`src/audio_defs.svh`:
```
// Rate settings and derived divider terminal counts for the codec serial link
`ifndef AUDIO_DEFS_SVH
`define AUDIO_DEFS_SVH

////////////////////////////////////////////////////////////
// Board and stream settings
////////////////////////////////////////////////////////////

// Board reference clock in Hz (18.432 MHz)
`define REF_CLK         18432000

// Codec sample rate in Hz
`define SAMPLE_RATE     48000

// Bits per channel word
`define DATA_WIDTH      16

// Left and right channel
`define CHANNEL_NUM     2

////////////////////////////////////////////////////////////
// Derived divider terminal counts
////////////////////////////////////////////////////////////

// Bit clock toggles every 6 reference cycles
`define BCK_DIV_LAST    ((`REF_CLK / (`SAMPLE_RATE * `DATA_WIDTH * `CHANNEL_NUM * 2)) - 1)

// Left/right clock toggles every 192 reference cycles
`define LRCK_DIV_LAST   ((`REF_CLK / (`SAMPLE_RATE * 2)) - 1)

`endif

```
`src/audio_pkg.sv`:
```
// Audio sample type, half-frame bit index type and DAC source-mode opcode
`include "audio_defs.svh"

package audio_pkg;

	////////////////////////////////////////////////////////////
	// Data types
	////////////////////////////////////////////////////////////

	// One audio word as shifted on the codec data lines
	typedef logic [`DATA_WIDTH-1:0] sample_t;

	// Count of bits already shifted in the current half-frame
	// Wraps naturally after DATA_WIDTH bits
	typedef logic [$clog2(`DATA_WIDTH)-1:0] bit_idx_t;

	////////////////////////////////////////////////////////////
	// Opcodes
	////////////////////////////////////////////////////////////

	// What the DAC plays in the next frame
	// Code 2'b11 is unassigned and illegal
	typedef enum logic [1:0] {
		// Zeros on both halves
		SRC_MUTE     = 2'b00,
		// External pulses word
		SRC_EXTERNAL = 2'b01,
		// Last published ADC word
		SRC_LOOPBACK = 2'b10
	} src_mode_e;

endpackage

```
`src/audio_clock_gen.sv`:
```
// Bit clock and left/right clock dividers, falling-edge strobes and shared bit index
`timescale 1ns/10ps
`include "audio_defs.svh"

module audio_clock_gen (
	input  logic                iCLK_18_4,
	input  logic                iRST_N,
	output logic                aud_bck,
	output logic                aud_lrck,
	output logic                aud_adclrck,
	output logic                bck_fall,
	output logic                lrck_fall,
	output audio_pkg::bit_idx_t bit_idx
);

	// Counter widths from the terminal counts
	localparam int BCK_CNT_W  = $clog2(`BCK_DIV_LAST + 1);
	localparam int LRCK_CNT_W = $clog2(`LRCK_DIV_LAST + 1);

	// Terminal counts sized to the counters
	localparam logic [BCK_CNT_W-1:0]  BCK_LAST  = BCK_CNT_W'(`BCK_DIV_LAST);
	localparam logic [LRCK_CNT_W-1:0] LRCK_LAST = LRCK_CNT_W'(`LRCK_DIV_LAST);

	logic [BCK_CNT_W-1:0]  bck_div;
	logic [LRCK_CNT_W-1:0] lrck_div;
	logic                  bck_wrap;
	logic                  lrck_wrap;

	////////////////////////////////////////////////////////////
	// Bit clock divider
	////////////////////////////////////////////////////////////

	// Last cycle of a bit clock half period
	assign bck_wrap = (bck_div == BCK_LAST);

	always_ff @(posedge iCLK_18_4 or negedge iRST_N) begin
		if (!iRST_N) begin
			bck_div <= '0;
			aud_bck <= 1'b0;
		end else if (bck_wrap) begin
			bck_div <= '0;
			aud_bck <= ~aud_bck;
		end else begin
			bck_div <= bck_div + 1'b1;
		end
	end

	////////////////////////////////////////////////////////////
	// Left/right clock divider
	////////////////////////////////////////////////////////////

	// Last cycle of a half-frame
	assign lrck_wrap = (lrck_div == LRCK_LAST);

	// Shares its reset instant with the bit clock divider,
	// so each toggle lands on a bit clock fall
	always_ff @(posedge iCLK_18_4 or negedge iRST_N) begin
		if (!iRST_N) begin
			lrck_div <= '0;
			aud_lrck <= 1'b0;
		end else if (lrck_wrap) begin
			lrck_div <= '0;
			aud_lrck <= ~aud_lrck;
		end else begin
			lrck_div <= lrck_div + 1'b1;
		end
	end

	// ADC side framed by the same clock
	assign aud_adclrck = aud_lrck;

	////////////////////////////////////////////////////////////
	// Edge strobes
	////////////////////////////////////////////////////////////

	// High in the cycle whose closing edge drops the register
	assign bck_fall  = bck_wrap & aud_bck;
	assign lrck_fall = lrck_wrap & aud_lrck;

	////////////////////////////////////////////////////////////
	// Shared bit index
	////////////////////////////////////////////////////////////

	// 16 falls per half-frame, so the index is back at 0
	// on every left/right edge without an explicit clear
	always_ff @(posedge iCLK_18_4 or negedge iRST_N) begin
		if (!iRST_N) begin
			bit_idx <= '0;
		end else if (bck_fall) begin
			bit_idx <= bit_idx + 1'b1;
		end
	end

	////////////////////////////////////////////////////////////
	// Checks
	////////////////////////////////////////////////////////////

	// Strobe width of one cycle
	a_bck_fall_single: assert property (
		@(posedge iCLK_18_4) disable iff (!iRST_N)
		bck_fall |=> !bck_fall
	) else $error("bck_fall high on two consecutive cycles");

	// Frame edges aligned to bit clock falls
	a_lrck_on_bck: assert property (
		@(posedge iCLK_18_4) disable iff (!iRST_N)
		lrck_fall |-> bck_fall
	) else $error("lrck_fall without bck_fall");

endmodule

```
`src/dac_serializer.sv`:
```
// DAC source selection, per-frame word latch and MSB-first serial output
`timescale 1ns/10ps

module dac_serializer (
	input  logic                 iCLK_18_4,
	input  logic                 iRST_N,
	input  logic                 bck_fall,
	input  logic                 lrck_fall,
	input  audio_pkg::bit_idx_t  bit_idx,
	input  audio_pkg::src_mode_e src_mode,
	input  audio_pkg::sample_t   pulses,
	input  audio_pkg::sample_t   loop_word,
	output logic                 aud_data
);

	// Word chosen by the opcode
	audio_pkg::sample_t  src_word;
	// Word playing in the current frame
	audio_pkg::sample_t  frame_word;
	// Word valid after the coming edge
	audio_pkg::sample_t  word_next;
	// Index after the coming bit clock fall
	audio_pkg::bit_idx_t next_idx;

	////////////////////////////////////////////////////////////
	// Source decode
	////////////////////////////////////////////////////////////

	always_comb begin
		case (src_mode)
			audio_pkg::SRC_MUTE: begin
				src_word = '0;
			end
			audio_pkg::SRC_EXTERNAL: begin
				src_word = pulses;
			end
			audio_pkg::SRC_LOOPBACK: begin
				src_word = loop_word;
			end
			default: begin
				// Illegal code plays silence
				src_word = '0;
			end
		endcase
	end

	////////////////////////////////////////////////////////////
	// Frame word latch
	////////////////////////////////////////////////////////////

	// Loaded once per frame, held through low and high halves
	always_ff @(posedge iCLK_18_4 or negedge iRST_N) begin
		if (!iRST_N) begin
			frame_word <= '0;
		end else if (lrck_fall) begin
			frame_word <= src_word;
		end
	end

	// New word must be visible at the same edge it is latched
	assign word_next = lrck_fall ? src_word : frame_word;

	////////////////////////////////////////////////////////////
	// Serial output
	////////////////////////////////////////////////////////////

	// Truncates to the index width, 15 wraps to 0
	assign next_idx = bit_idx + 1'b1;

	// Bit 15 leaves at each left/right edge (left-justified)
	// Data changes with the bit clock fall, stable at the rise
	always_ff @(posedge iCLK_18_4 or negedge iRST_N) begin
		if (!iRST_N) begin
			aud_data <= 1'b0;
		end else if (bck_fall) begin
			aud_data <= word_next[~next_idx];
		end
	end

	////////////////////////////////////////////////////////////
	// Checks
	////////////////////////////////////////////////////////////

	// Opcode sampled only at frame start
	a_src_mode_legal: assert property (
		@(posedge iCLK_18_4) disable iff (!iRST_N)
		lrck_fall |-> (src_mode inside {audio_pkg::SRC_MUTE,
			audio_pkg::SRC_EXTERNAL, audio_pkg::SRC_LOOPBACK})
	) else $error("illegal src_mode at lrck_fall");

endmodule

```
`src/adc_deserializer.sv`:
```
// ADC serial capture into a shift word and per-frame publication on linein
`timescale 1ns/10ps

module adc_deserializer (
	input  logic                iCLK_18_4,
	input  logic                iRST_N,
	input  logic                bck_fall,
	input  logic                lrck_fall,
	input  audio_pkg::bit_idx_t bit_idx,
	input  logic                aud_adcdat,
	output audio_pkg::sample_t  linein,
	output logic                linein_valid
);

	// Word under assembly
	audio_pkg::sample_t cap_word;
	// Same word with this cycle's bit merged in
	audio_pkg::sample_t cap_next;

	////////////////////////////////////////////////////////////
	// Bit capture
	////////////////////////////////////////////////////////////

	// MSB first, position 15 minus bits already taken
	always_comb begin
		cap_next = cap_word;
		if (bck_fall) begin
			cap_next[~bit_idx] = aud_adcdat;
		end
	end

	// Partial word held between bit clock falls
	always_ff @(posedge iCLK_18_4 or negedge iRST_N) begin
		if (!iRST_N) begin
			cap_word <= '0;
		end else begin
			cap_word <= cap_next;
		end
	end

	////////////////////////////////////////////////////////////
	// Publication
	////////////////////////////////////////////////////////////

	// High half ends at lrck_fall
	// Its last bit arrives in that same cycle, hence cap_next
	always_ff @(posedge iCLK_18_4 or negedge iRST_N) begin
		if (!iRST_N) begin
			linein <= '0;
		end else if (lrck_fall) begin
			linein <= cap_next;
		end
	end

	// One-cycle strobe alongside the new linein
	always_ff @(posedge iCLK_18_4 or negedge iRST_N) begin
		if (!iRST_N) begin
			linein_valid <= 1'b0;
		end else begin
			linein_valid <= lrck_fall;
		end
	end

	////////////////////////////////////////////////////////////
	// Checks
	////////////////////////////////////////////////////////////

	// linein moves only together with its valid strobe
	a_linein_with_valid: assert property (
		@(posedge iCLK_18_4) disable iff (!iRST_N)
		(linein != $past(linein)) |-> linein_valid
	) else $error("linein changed without linein_valid");

endmodule

```
`src/audio_codec_if.sv`:
```
// Top level joining the clock generator, DAC serializer and ADC deserializer
`timescale 1ns/10ps

module audio_codec_if (
	input  logic                 iCLK_18_4,
	input  logic                 iRST_N,
	// Sample and control
	input  audio_pkg::sample_t   pulses,
	input  audio_pkg::src_mode_e src_mode,
	// Captured ADC word
	output audio_pkg::sample_t   linein,
	output logic                 linein_valid,
	// Codec pins
	output logic                 aud_bck,
	output logic                 aud_lrck,
	output logic                 aud_adclrck,
	output logic                 aud_data,
	input  logic                 aud_adcdat
);

	// Strobes and index from the clock generator
	logic                bck_fall;
	logic                lrck_fall;
	audio_pkg::bit_idx_t bit_idx;

	////////////////////////////////////////////////////////////
	// Clocks and strobes
	////////////////////////////////////////////////////////////

	audio_clock_gen u_clock_gen (
		.iCLK_18_4   (iCLK_18_4),
		.iRST_N      (iRST_N),
		.aud_bck     (aud_bck),
		.aud_lrck    (aud_lrck),
		.aud_adclrck (aud_adclrck),
		.bck_fall    (bck_fall),
		.lrck_fall   (lrck_fall),
		.bit_idx     (bit_idx)
	);

	////////////////////////////////////////////////////////////
	// Shifters
	////////////////////////////////////////////////////////////

	// Loopback takes linein before it is replaced at lrck_fall
	dac_serializer u_dac (
		.iCLK_18_4 (iCLK_18_4),
		.iRST_N    (iRST_N),
		.bck_fall  (bck_fall),
		.lrck_fall (lrck_fall),
		.bit_idx   (bit_idx),
		.src_mode  (src_mode),
		.pulses    (pulses),
		.loop_word (linein),
		.aud_data  (aud_data)
	);

	adc_deserializer u_adc (
		.iCLK_18_4    (iCLK_18_4),
		.iRST_N       (iRST_N),
		.bck_fall     (bck_fall),
		.lrck_fall    (lrck_fall),
		.bit_idx      (bit_idx),
		.aud_adcdat   (aud_adcdat),
		.linein       (linein),
		.linein_valid (linein_valid)
	);

endmodule

```
`config.mk`:
```
export PLATFORM = sky130hd
export DESIGN_NAME = audio_codec_if
export DESIGN_NICKNAME = d
export VERILOG_FILES = /design/src/audio_pkg.sv /design/src/audio_clock_gen.sv /design/src/dac_serializer.sv /design/src/adc_deserializer.sv /design/src/audio_codec_if.sv
export VERILOG_INCLUDE_DIRS = /design/src /design/src/src
export SDC_FILE = /design/constraint.sdc
export NUM_CORES = 1
export LEC_CHECK = 0
export BUFFER_PORTS_ARGS = -buffer_cell sky130_fd_sc_hd__clkbuf_2
export CORE_MARGIN = 5
export CORE_UTILIZATION = 40
export DETAILED_ROUTE_END_ITERATION = 12
export SLEW_MARGIN = 20
export SYNTH_ARGS = -nofsm -noshare
export SYNTH_HDL_FRONTEND = slang
export SYNTH_SLANG_ARGS = --single-unit
```
`constraint.sdc`:
```
create_clock -name iCLK_18_4 -period 2.6 [get_ports iCLK_18_4]
set_input_delay 0.52 -clock iCLK_18_4 [delete_from_list [all_inputs] [get_ports iCLK_18_4]]
set_output_delay 0.52 -clock iCLK_18_4 [all_outputs]
set_load 0.02 [all_outputs]
```
==> impl_metrics.toml, run 1 <==
[clock_tree]
post-cts-setup-buffers = 0
clock-sinks = 67
insertion_delay_ps = 350
clk_path_buf_depth = 2
clockRootBuffer = "clkbuf_8"
cts_buffers = 9
htree_levels = 3
cts_tree = "done"
clkTransAtPathRegs_ps = 80
cts_resized = 0
holdBufCountCts = 0

[synthesis]
synthAdderAreaFrac = 0.0268
ys_top_cells_by_area = "dfrtp_1 51%, mux2_2 13%, a22oi_1 3.9%, mux4_2 2.8%, ha_1 2.7%"
synth_edf_count = 0
synth-simple-area-share = 0.116
syn_nets = 297
synth_top_family_by_area = "multiplexers"
synth-xor-area-share = 0.0318
synth_area_um2 = 3270
synth.distinct_cells = 41
syn_avg_cell_area_um2 = 12.1
yosysSeqAreaShare = 0.513
synthTopCellsByCount = "67 x dfrtp_1, 39 x mux2_2, 21 x nand2_1, 20 x nor2_1, 17 x a22oi_1"
yosysWarningCount = 0
yosysMostFrequentCell = "dfrtp_1"
synthMuxAreaShare = 0.186
yosysTopAreaCellShare = 0.513
syn_inst = 269
ys.flop_type = "dfrtp_1"
synth-compound-area-share = 0.0896
synthArstFlopShare = 1.00
ys_ff_latch = 67
yosysTopAreaCell = "dfrtp_1"

[critical_path]
required_ps = 2820
start_kind = "flop"
crit_path_end_kind = "flop"
worstPathArrival_ps = 2580
r2r_slack_ps = 230
r2r_end = "u_dac.aud_data"
path_max_fanout = 7
reg2reg_depth = 8
worstReg2RegStart = "u_clock_gen.lrck_div[0]"
worstSetupStartpoint = "u_clock_gen.lrck_div[0]"
path_class = "reg -> reg"

[sta]
rsz0062_at_grt = "no"
finalSetupViolCount = 0
tns_ps = 0
max_freq_mhz = 423
fin_crit_sh = 0.910
finClkSkew_ps = 10.9
finalHoldViolCount = 0
worst_slew_pin_slew_ps = 647
max_slew_margin = 0.568
post-route-min-period_ps = 2370
slew_viol_final = 0

[grt]
overflow = 0
grt_max_degree = 43
grt_pass1_wl_mm = 11.4
use_met2 = 0.209
use_met1 = 0.212
grt.busiest_layer = "met1"
grt_antenna_before_repair = 0
gr-usage-met3 = 0.0445
grt_pass1_vias = 2234
track_usage = 0.146

[cells_and_area]
multiInputGateArea_um2 = 1470
fin_util = 0.469
drive_gt1_frac = 0.379
final_nets = 342
n_fill_cell = 768
syn_to_final_growth_pct = 16.2
regArea_um2 = 1680
num_antenna_cells = 0

[die]
die_h_um = 100
fp.dieArea_um2 = 10100
num_rows = 33
core_area_um2 = 8090
io_pins = 42
fp.dieW_um = 100
initial_core_util = 0.404

[power_and_ir_drop]
power_density_nw_per_um2 = 533
power_w = 0.00202
p_leak_nw = 1.77
vdd_drop_max_v = 0.000248

[drt]
vias = 2204
finalWirelength_mm = 6.76
postRouteAntennaNets = 0
first_pass_iters = 4
wire_per_inst_um = 16.0
drt-vias-per-instance = 5.20
drcViolationCount = 0
initialDrtViolationCount = 98

[run]
cap_violations = 0

[placed_design]
routabilityCongestion = 0.805
portBuffers = 41
place_hpwl_mm = 5.00

[run_status]
outcome = "complete, no violations"

[worst_hold_path]
worstHoldPathType = "in -> async"
-- worst max-delay path: stages, from the launching register on --
cell,delay (ps)
dfrtp_1,390
ha_1,290
nand4b_2,160
nor2_2,320
buf_4,230
mux2_2,360
o221ai_1,200
o2bb2ai_1,160
a41oi_2,120
-- cell families after synthesis --
kind of cell,after synthesis
mux,49
fa+ha+maj,7
flops,67
buf+inv,24
compound gates,39
xor+xnor,11
simple gates,72
-- state kept, by name, summed over array words and instances (netlist names) --
signal,flops
u_adc.cap_word,16
u_adc.linein,16
u_adc.linein_valid,1
u_clock_gen.aud_adclrck,1
u_clock_gen.aud_bck,1
u_clock_gen.bck_div,3
u_clock_gen.bit_idx,4
u_clock_gen.lrck_div,8
u_dac.aud_data,1
u_dac.frame_word,16
-- layer usage --
layer / vias up / wire, um
met5: - / 0
met3: 8 / 372
li1: 1054 / -
met4: 0 / 74
met2: 51 / 2940
met1: 1091 / 3370
-- final cells by class --
type                    count  share of cell area
clock buffers               9              0.0326
clock inverters             7              0.0194
inverters                   7             0.00692
multi-input cells         178               0.388
flip-flops and latches     67               0.442
well taps                 105              0.0346
repair buffers             51              0.0771
-- cells in the final DEF, fill, tap and decap left out, drive strengths merged, types with 6 or more instances in the layout --
master	instances
a22oi	17
buf	11
clkbuf	49
dfrtp	67
ha	7
inv	10
mux2	43
nand2	21
nand3	9
nor2	21
o21ai	9
o41ai	6
xor2	6
-- stage by stage --
step | instance area, um^2 | hold WS (ps) | setup slack, ps | instances
after detailed placement | 3600 | 478 | 97.4 | 408
after floorplan | 3270 | 224 | 328 | 269
final | 3800 | 175 | 234 | 424
after global routing | 3800 | 210 | 17.4 | 424
after global placement | 3600 | 476 | 119 | 408
after CTS | 3800 | 184 | 189 | 424
-- power breakdown --
part           switching (W)  leakage (nW)  internal, W
combinational      0.0000565         0.824    0.0000348
clock               0.000426         0.100     0.000449
sequential        0.00000296         0.844      0.00105
-- how the worst max path moves through the flow --
stage	depth (start not counted)	slack, ps	to
2_1_floorplan	9	330	u_dac.aud_data
3_3_place_gp	8	120	u_dac.aud_data
3_5_place_dp	8	100	u_dac.aud_data
4_1_cts	8	190	u_dac.aud_data
5_1_grt	8	20	u_dac.aud_data
6_report	8	230	u_dac.aud_data
Note: power is estimated with default switching activity, not from simulation.
==> run 2, diff against run 1 <==
--- a/config.mk
+++ b/config.mk
@@ -8,7 +8,7 @@
 export LEC_CHECK = 0
 export BUFFER_PORTS_ARGS = -buffer_cell sky130_fd_sc_hd__clkbuf_2
 export CORE_MARGIN = 5
-export CORE_UTILIZATION = 40
+export CORE_UTILIZATION = 30
 export DETAILED_ROUTE_END_ITERATION = 12
 export SLEW_MARGIN = 20
 export SYNTH_ARGS = -nofsm -noshare
==> run 2 against run 1 <==
  * Utilization down 11 points
  * Clock power down 7.5%
  * Largest cell class unchanged
  * Sequential power about the same
  * Cell count up 8.0%
  * Hold slack better by 98 ps
  * Die area up 30%
  * Via count down 1.3%
==> impl_metrics.toml, run 2 (synthesis results as in run 1) <==
[run_status]
outcome = "complete, no violations"

[power_and_ir_drop]
power_density_nw_per_um2 = 513
vdd_drop_max_v = 0.000263
p_leak_nw = 1.75

[clock_tree]
post-cts-setup-buffers = 0
insertion_delay_ps = 340
clock-sinks = 67
clkTransAtPathRegs_ps = 80
holdBufCountCts = 0
cts_resized = 0
cts_tree = "done"
clk_path_buf_depth = 2
clockRootBuffer = "clkbuf_8"
htree_levels = 3
cts_buffers = 9

[cells_and_area]
num_antenna_cells = 0
layout_commonest_cell = "dfrtp_1"
fin_cells = 458
reg.largest.list = "u_adc.cap_word: 16 flops, u_adc.linein: 16 flops, u_dac.frame_word: 16 flops"
drive_gt1_frac = 0.377
syn_to_final_growth_pct = 16.8
final_nets = 341
layout_common_cells = "67 x dfrtp_1, 40 x clkbuf_2, 39 x mux2_2"

[drt]
initialDrtViolationCount = 87
first_pass_iters = 4
vias = 2175
finalWirelength_mm = 7.07
postRouteAntennaNets = 0
drt-vias-per-instance = 4.75
wire_per_inst_um = 15.4
drcViolationCount = 0

[placed_design]
portBuffers = 41
routabilityCongestion = 0.763
dpl.cell_count = 442
place_hpwl_mm = 5.30

[die]
fp.dieArea_um2 = 13100
initial_core_util = 0.304
num_rows = 38
fp.dieW_um = 114
core_area_um2 = 10700
io_pins = 42
die_h_um = 114

[sta]
max_freq_mhz = 411
fin_crit_sh = 0.936
post-route-min-period_ps = 2430
max_slew_margin = 0.439
rsz0062_at_grt = "no"
tns_ps = 0
finClkSkew_ps = 12.4
finalHoldViolCount = 0
slew_viol_final = 0
worst_slew_pin_slew_ps = 841
finalSetupViolCount = 0

[critical_path]
reg2reg_depth = 8
crit_family = "compound AO/OA/AOI/OAI gates"
cpPeakStageDelay_ps = 410
cp_cell_sequence = "ha_1 > nand4b_2 > nor2_2 > buf_12 > mux4_2 > a22oi_1 > o41a_1 > a41oi_2"
worstReg2RegStart = "u_clock_gen.lrck_div[0]"
start_kind = "flop"
cp.buffers_inverters = 1
path_class = "reg -> reg"
crit_path_end_kind = "flop"
r2r_slack_ps = 170
r2r_end = "u_dac.aud_data"
path_max_fanout = 22
worstPathArrival_ps = 2620
required_ps = 2790
crit_slowest_cell = "dfrtp_1"

[worst_hold_path]
worstHoldPathType = "in -> async"

[grt]
grt_pass1_vias = 2306
grt_max_degree = 38
overflow = 0
grt_pass1_wl_mm = 12.1
track_usage = 0.119
grt_antenna_before_repair = 0

[run]
cap_violations = 0
-- run 2: changes by cell type in the layout (fill, tap and decap cells not counted) --
cell / delta
buf_4: -1
bufinv_16: -1
clkinv_2: -1
clkinvlp_4: +1
inv_8: +1
-- run 2: worst max-delay path by stage --
stage,from,slack (ps),to,depth (start not counted)
finish,u_clock_gen.lrck_div[0],170,u_dac.aud_data,8
global route,u_clock_gen.lrck_div[0],50,u_dac.aud_data,8
CTS,u_clock_gen.lrck_div[0],170,u_dac.aud_data,8
detailed placement,src_mode[1],60,u_dac.aud_data,8
global placement,src_mode[0],120,u_dac.aud_data,8
floorplan,src_mode[0],330,u_dac.aud_data,9
-- run 2: per-layer routing --
metal	wire [um]	GRT usage	vias to the layer above
met2	3160	0.183	48
met5	0	0	-
met4	94	0.0388	0
li1	-	-	1056
met3	368	0.0370	7
met1	3440	0.160	1064
-- run 2: through the flow --
step / utilization / power (W) / worst slack, ps / hold slack [ps] / area, um^2
CTS: 0.355 / 0.00198 / 172 / 294 / 3820
floorplan: - / 0.00112 / 328 / 224 / 3270
detailed placement: 0.338 / 0.00117 / 64.3 / 478 / 3640
finish: 0.355 / 0.00196 / 166 / 273 / 3820
global placement: 0.338 / 0.00117 / 122 / 468 / 3640
global route: 0.355 / 0.00205 / 53.4 / 352 / 3820
-- run 2: report_power, final --
part / internal (W) / switching (W)
clock network: 0.000361 / 0.000449
registers: 0.00105 / 0.00000299
logic: 0.0000347 / 0.0000572
total: 0.00145 / 0.000509
-- run 2: area by class of cell --
class	count	area, um^2
multi-input cells	178	1470
well taps	140	175
flip-flops and latches	67	1680
clock inverters	7	57.6
fillers	1093	6930
clock buffers	9	124
repair buffers	50	285
inverters	7	26.3
==> run 3, diff against run 2 <==
--- a/config.mk
+++ b/config.mk
@@ -8,8 +8,9 @@
 export LEC_CHECK = 0
 export BUFFER_PORTS_ARGS = -buffer_cell sky130_fd_sc_hd__clkbuf_2
 export CORE_MARGIN = 5
-export CORE_UTILIZATION = 30
+export CORE_UTILIZATION = 55
 export DETAILED_ROUTE_END_ITERATION = 12
+export PLACE_DENSITY = 0.76
 export SLEW_MARGIN = 20
 export SYNTH_ARGS = -nofsm -noshare
 export SYNTH_HDL_FRONTEND = slang
==> run 3 against run 2 <==
  * First-iteration DRC count increased by 130%
  * Clock skew is 3.8 ps lower
  * Fmax increased by 5.3%
  * Total power up 8.4%
  * Critical path depth unchanged
  * Worst setup slack better by 120 ps
  * Clock-buffer cell count up 3
  * Wire length fell by 6.8%
  * Die area shrank 42%
  * Critical endpoint unchanged
==> impl_metrics.toml, run 3 (synthesis results as in run 1) <==
[sta]
post-route-min-period_ps = 2310
max_freq_mhz = 433
tns_ps = 0
worst_slew_pin_slew_ps = 702
finalHoldViolCount = 0
max_slew_margin = 0.531
finalSetupViolCount = 0
rsz0062_at_grt = "no"
finClkSkew_ps = 8.61
fin_crit_sh = 0.889
slew_viol_final = 0

[placed_design]
place_hpwl_mm = 4.90
routabilityCongestion = 0.836
portBuffers = 41

[critical_path]
cpPeakStageDelay_ps = 390
path_max_fanout = 6
worstPathArrival_ps = 2500
cp.buffers_inverters = 1
cp_cell_sequence = "ha_1 > nand4b_2 > nor2_2 > buf_4 > mux2_2 > o221ai_1 > o2bb2ai_1 > a41oi_2"
crit_family = "compound AO/OA/AOI/OAI gates"
crit_slowest_cell = "dfrtp_1"
required_ps = 2790
crit_path_end_kind = "flop"
start_kind = "flop"
path_class = "reg -> reg"

[cells_and_area]
reg.largest.list = "u_adc.cap_word: 16 flops, u_adc.linein: 16 flops, u_dac.frame_word: 16 flops"
final_nets = 342
multiInputGateArea_um2 = 1470
syn_to_final_growth_pct = 16.0
num_antenna_cells = 0
n_fill_cell = 447
fin_util = 0.648
regArea_um2 = 1680
drive_gt1_frac = 0.376
layout_common_cells = "67 x dfrtp_1, 40 x clkbuf_2, 39 x mux2_2"
layout_commonest_cell = "dfrtp_1"

[clock_tree]
cts_buffers = 9
holdBufCountCts = 0
clockRootBuffer = "clkbuf_8"
clock-sinks = 67
clk_path_buf_depth = 2
cts_tree = "done"
post-cts-setup-buffers = 0
insertion_delay_ps = 340
clkTransAtPathRegs_ps = 70
htree_levels = 3
cts_resized = 0

[grt]
overflow = 0
grt_max_degree = 43
grt_pass1_vias = 2290
grt_pass1_wl_mm = 11.2
grt_antenna_before_repair = 0
track_usage = 0.193

[power_and_ir_drop]
power_density_nw_per_um2 = 560
power_w = 0.00212
combPwrFrac = 0.042
p_leak_nw = 1.78
p_int_w = 0.00168
swShare = 0.208
seqPwrFrac = 0.498
switching_power_w = 0.000443
p_clk_frac = 0.460
vdd_drop_max_v = 0.000534

[run_status]
outcome = "complete, no violations"

[drt]
wire_per_inst_um = 16.7
postRouteAntennaNets = 0
drcViolationCount = 0
vias = 2180
drt-vias-per-instance = 5.53
first_pass_iters = 4
finalWirelength_mm = 6.59
initialDrtViolationCount = 198

[run]
cap_violations = 0

[die]
fp.dieArea_um2 = 7580
io_pins = 42
fp.dieW_um = 87.1
core_area_um2 = 5850
num_rows = 28
initial_core_util = 0.559
die_h_um = 87.1

[worst_hold_path]
worstHoldPathType = "in -> async"
-- run 3: changes by cell type in the layout (fill, tap and decap cells not counted) --
cell	previous run	this run
bufinv_16	0	2
clkinvlp_4	2	1
inv_6	3	0
clkbuf_8	9	11
clkbuf_1	0	1
inv_8	1	0
buf_4	8	9
-- run 3: cell type report --
type / count / area share
clock inverters: 4 / 0.0191
clock buffers: 12 / 0.0409
multi-input cells: 178 / 0.389
inverters: 7 / 0.00693
well taps: 75 / 0.0248
repair buffers: 51 / 0.0773
flip-flops and latches: 67 / 0.442
-- run 3: worst reg2reg max path, delay by kind of cell (launching register included) --
family	cells	cell delay, ps
adders and majority gates	1	290
and+or+nand+nor	2	440
muxes	1	350
buffers and inverters	1	190
AOI/OAI and AO/OA	3	490
DFF	1	390
-- run 3: stage by stage --
stage	cells	hold slack [ps]	setup WS [ps]	area (um^2)
floorplan	269	224	328	3270
global placement	378	467	150	3560
detailed placement	378	477	88.9	3560
CTS	394	207	277	3790
global route	394	230	134	3790
finish	394	187	289	3790
-- run 3: final timing paths --
| check | start | end | slack [ps] | cells after the start |
|---|---|---|---|---|
| setup / recovery | u_clock_gen.lrck_div[0] | u_dac.aud_data | 290 | 8 |
| hold / removal | iRST_N | u_adc.linein[13] | 190 | 1 |
| setup reg to reg | u_clock_gen.lrck_div[0] | u_dac.aud_data | 290 | 8 |
| hold reg to reg | u_clock_gen.lrck_div[0] | u_clock_gen.lrck_div[0] | 490 | 1 |
| max in group asynchronous | iRST_N | u_dac.frame_word[0] | 1790 | 2 |
| min in group iCLK_18_4 | u_clock_gen.lrck_div[0] | u_clock_gen.lrck_div[0] | 490 | 1 |
-- run 3: power by group through the flow --
stage / clock (W) / sequential [W] / combinational (W)
after floorplan: 0 / 0.00108 / 0.0000423
after global placement: 0 / 0.00108 / 0.0000889
after detailed placement: 0 / 0.00108 / 0.0000911
after CTS: 0.000991 / 0.00106 / 0.0000915
after global routing: 0.00104 / 0.00106 / 0.000102
final: 0.000976 / 0.00106 / 0.0000899
-- run 3: per-layer routing --
layer / share of wire / vias up / global-route usage
met4: 0.0079 / 0 / 0.0581
li1: - / 1049 / -
met3: 0.047 / 6 / 0.0520
met5: 0 / - / 0
met2: 0.47 / 47 / 0.301
met1: 0.47 / 1078 / 0.264
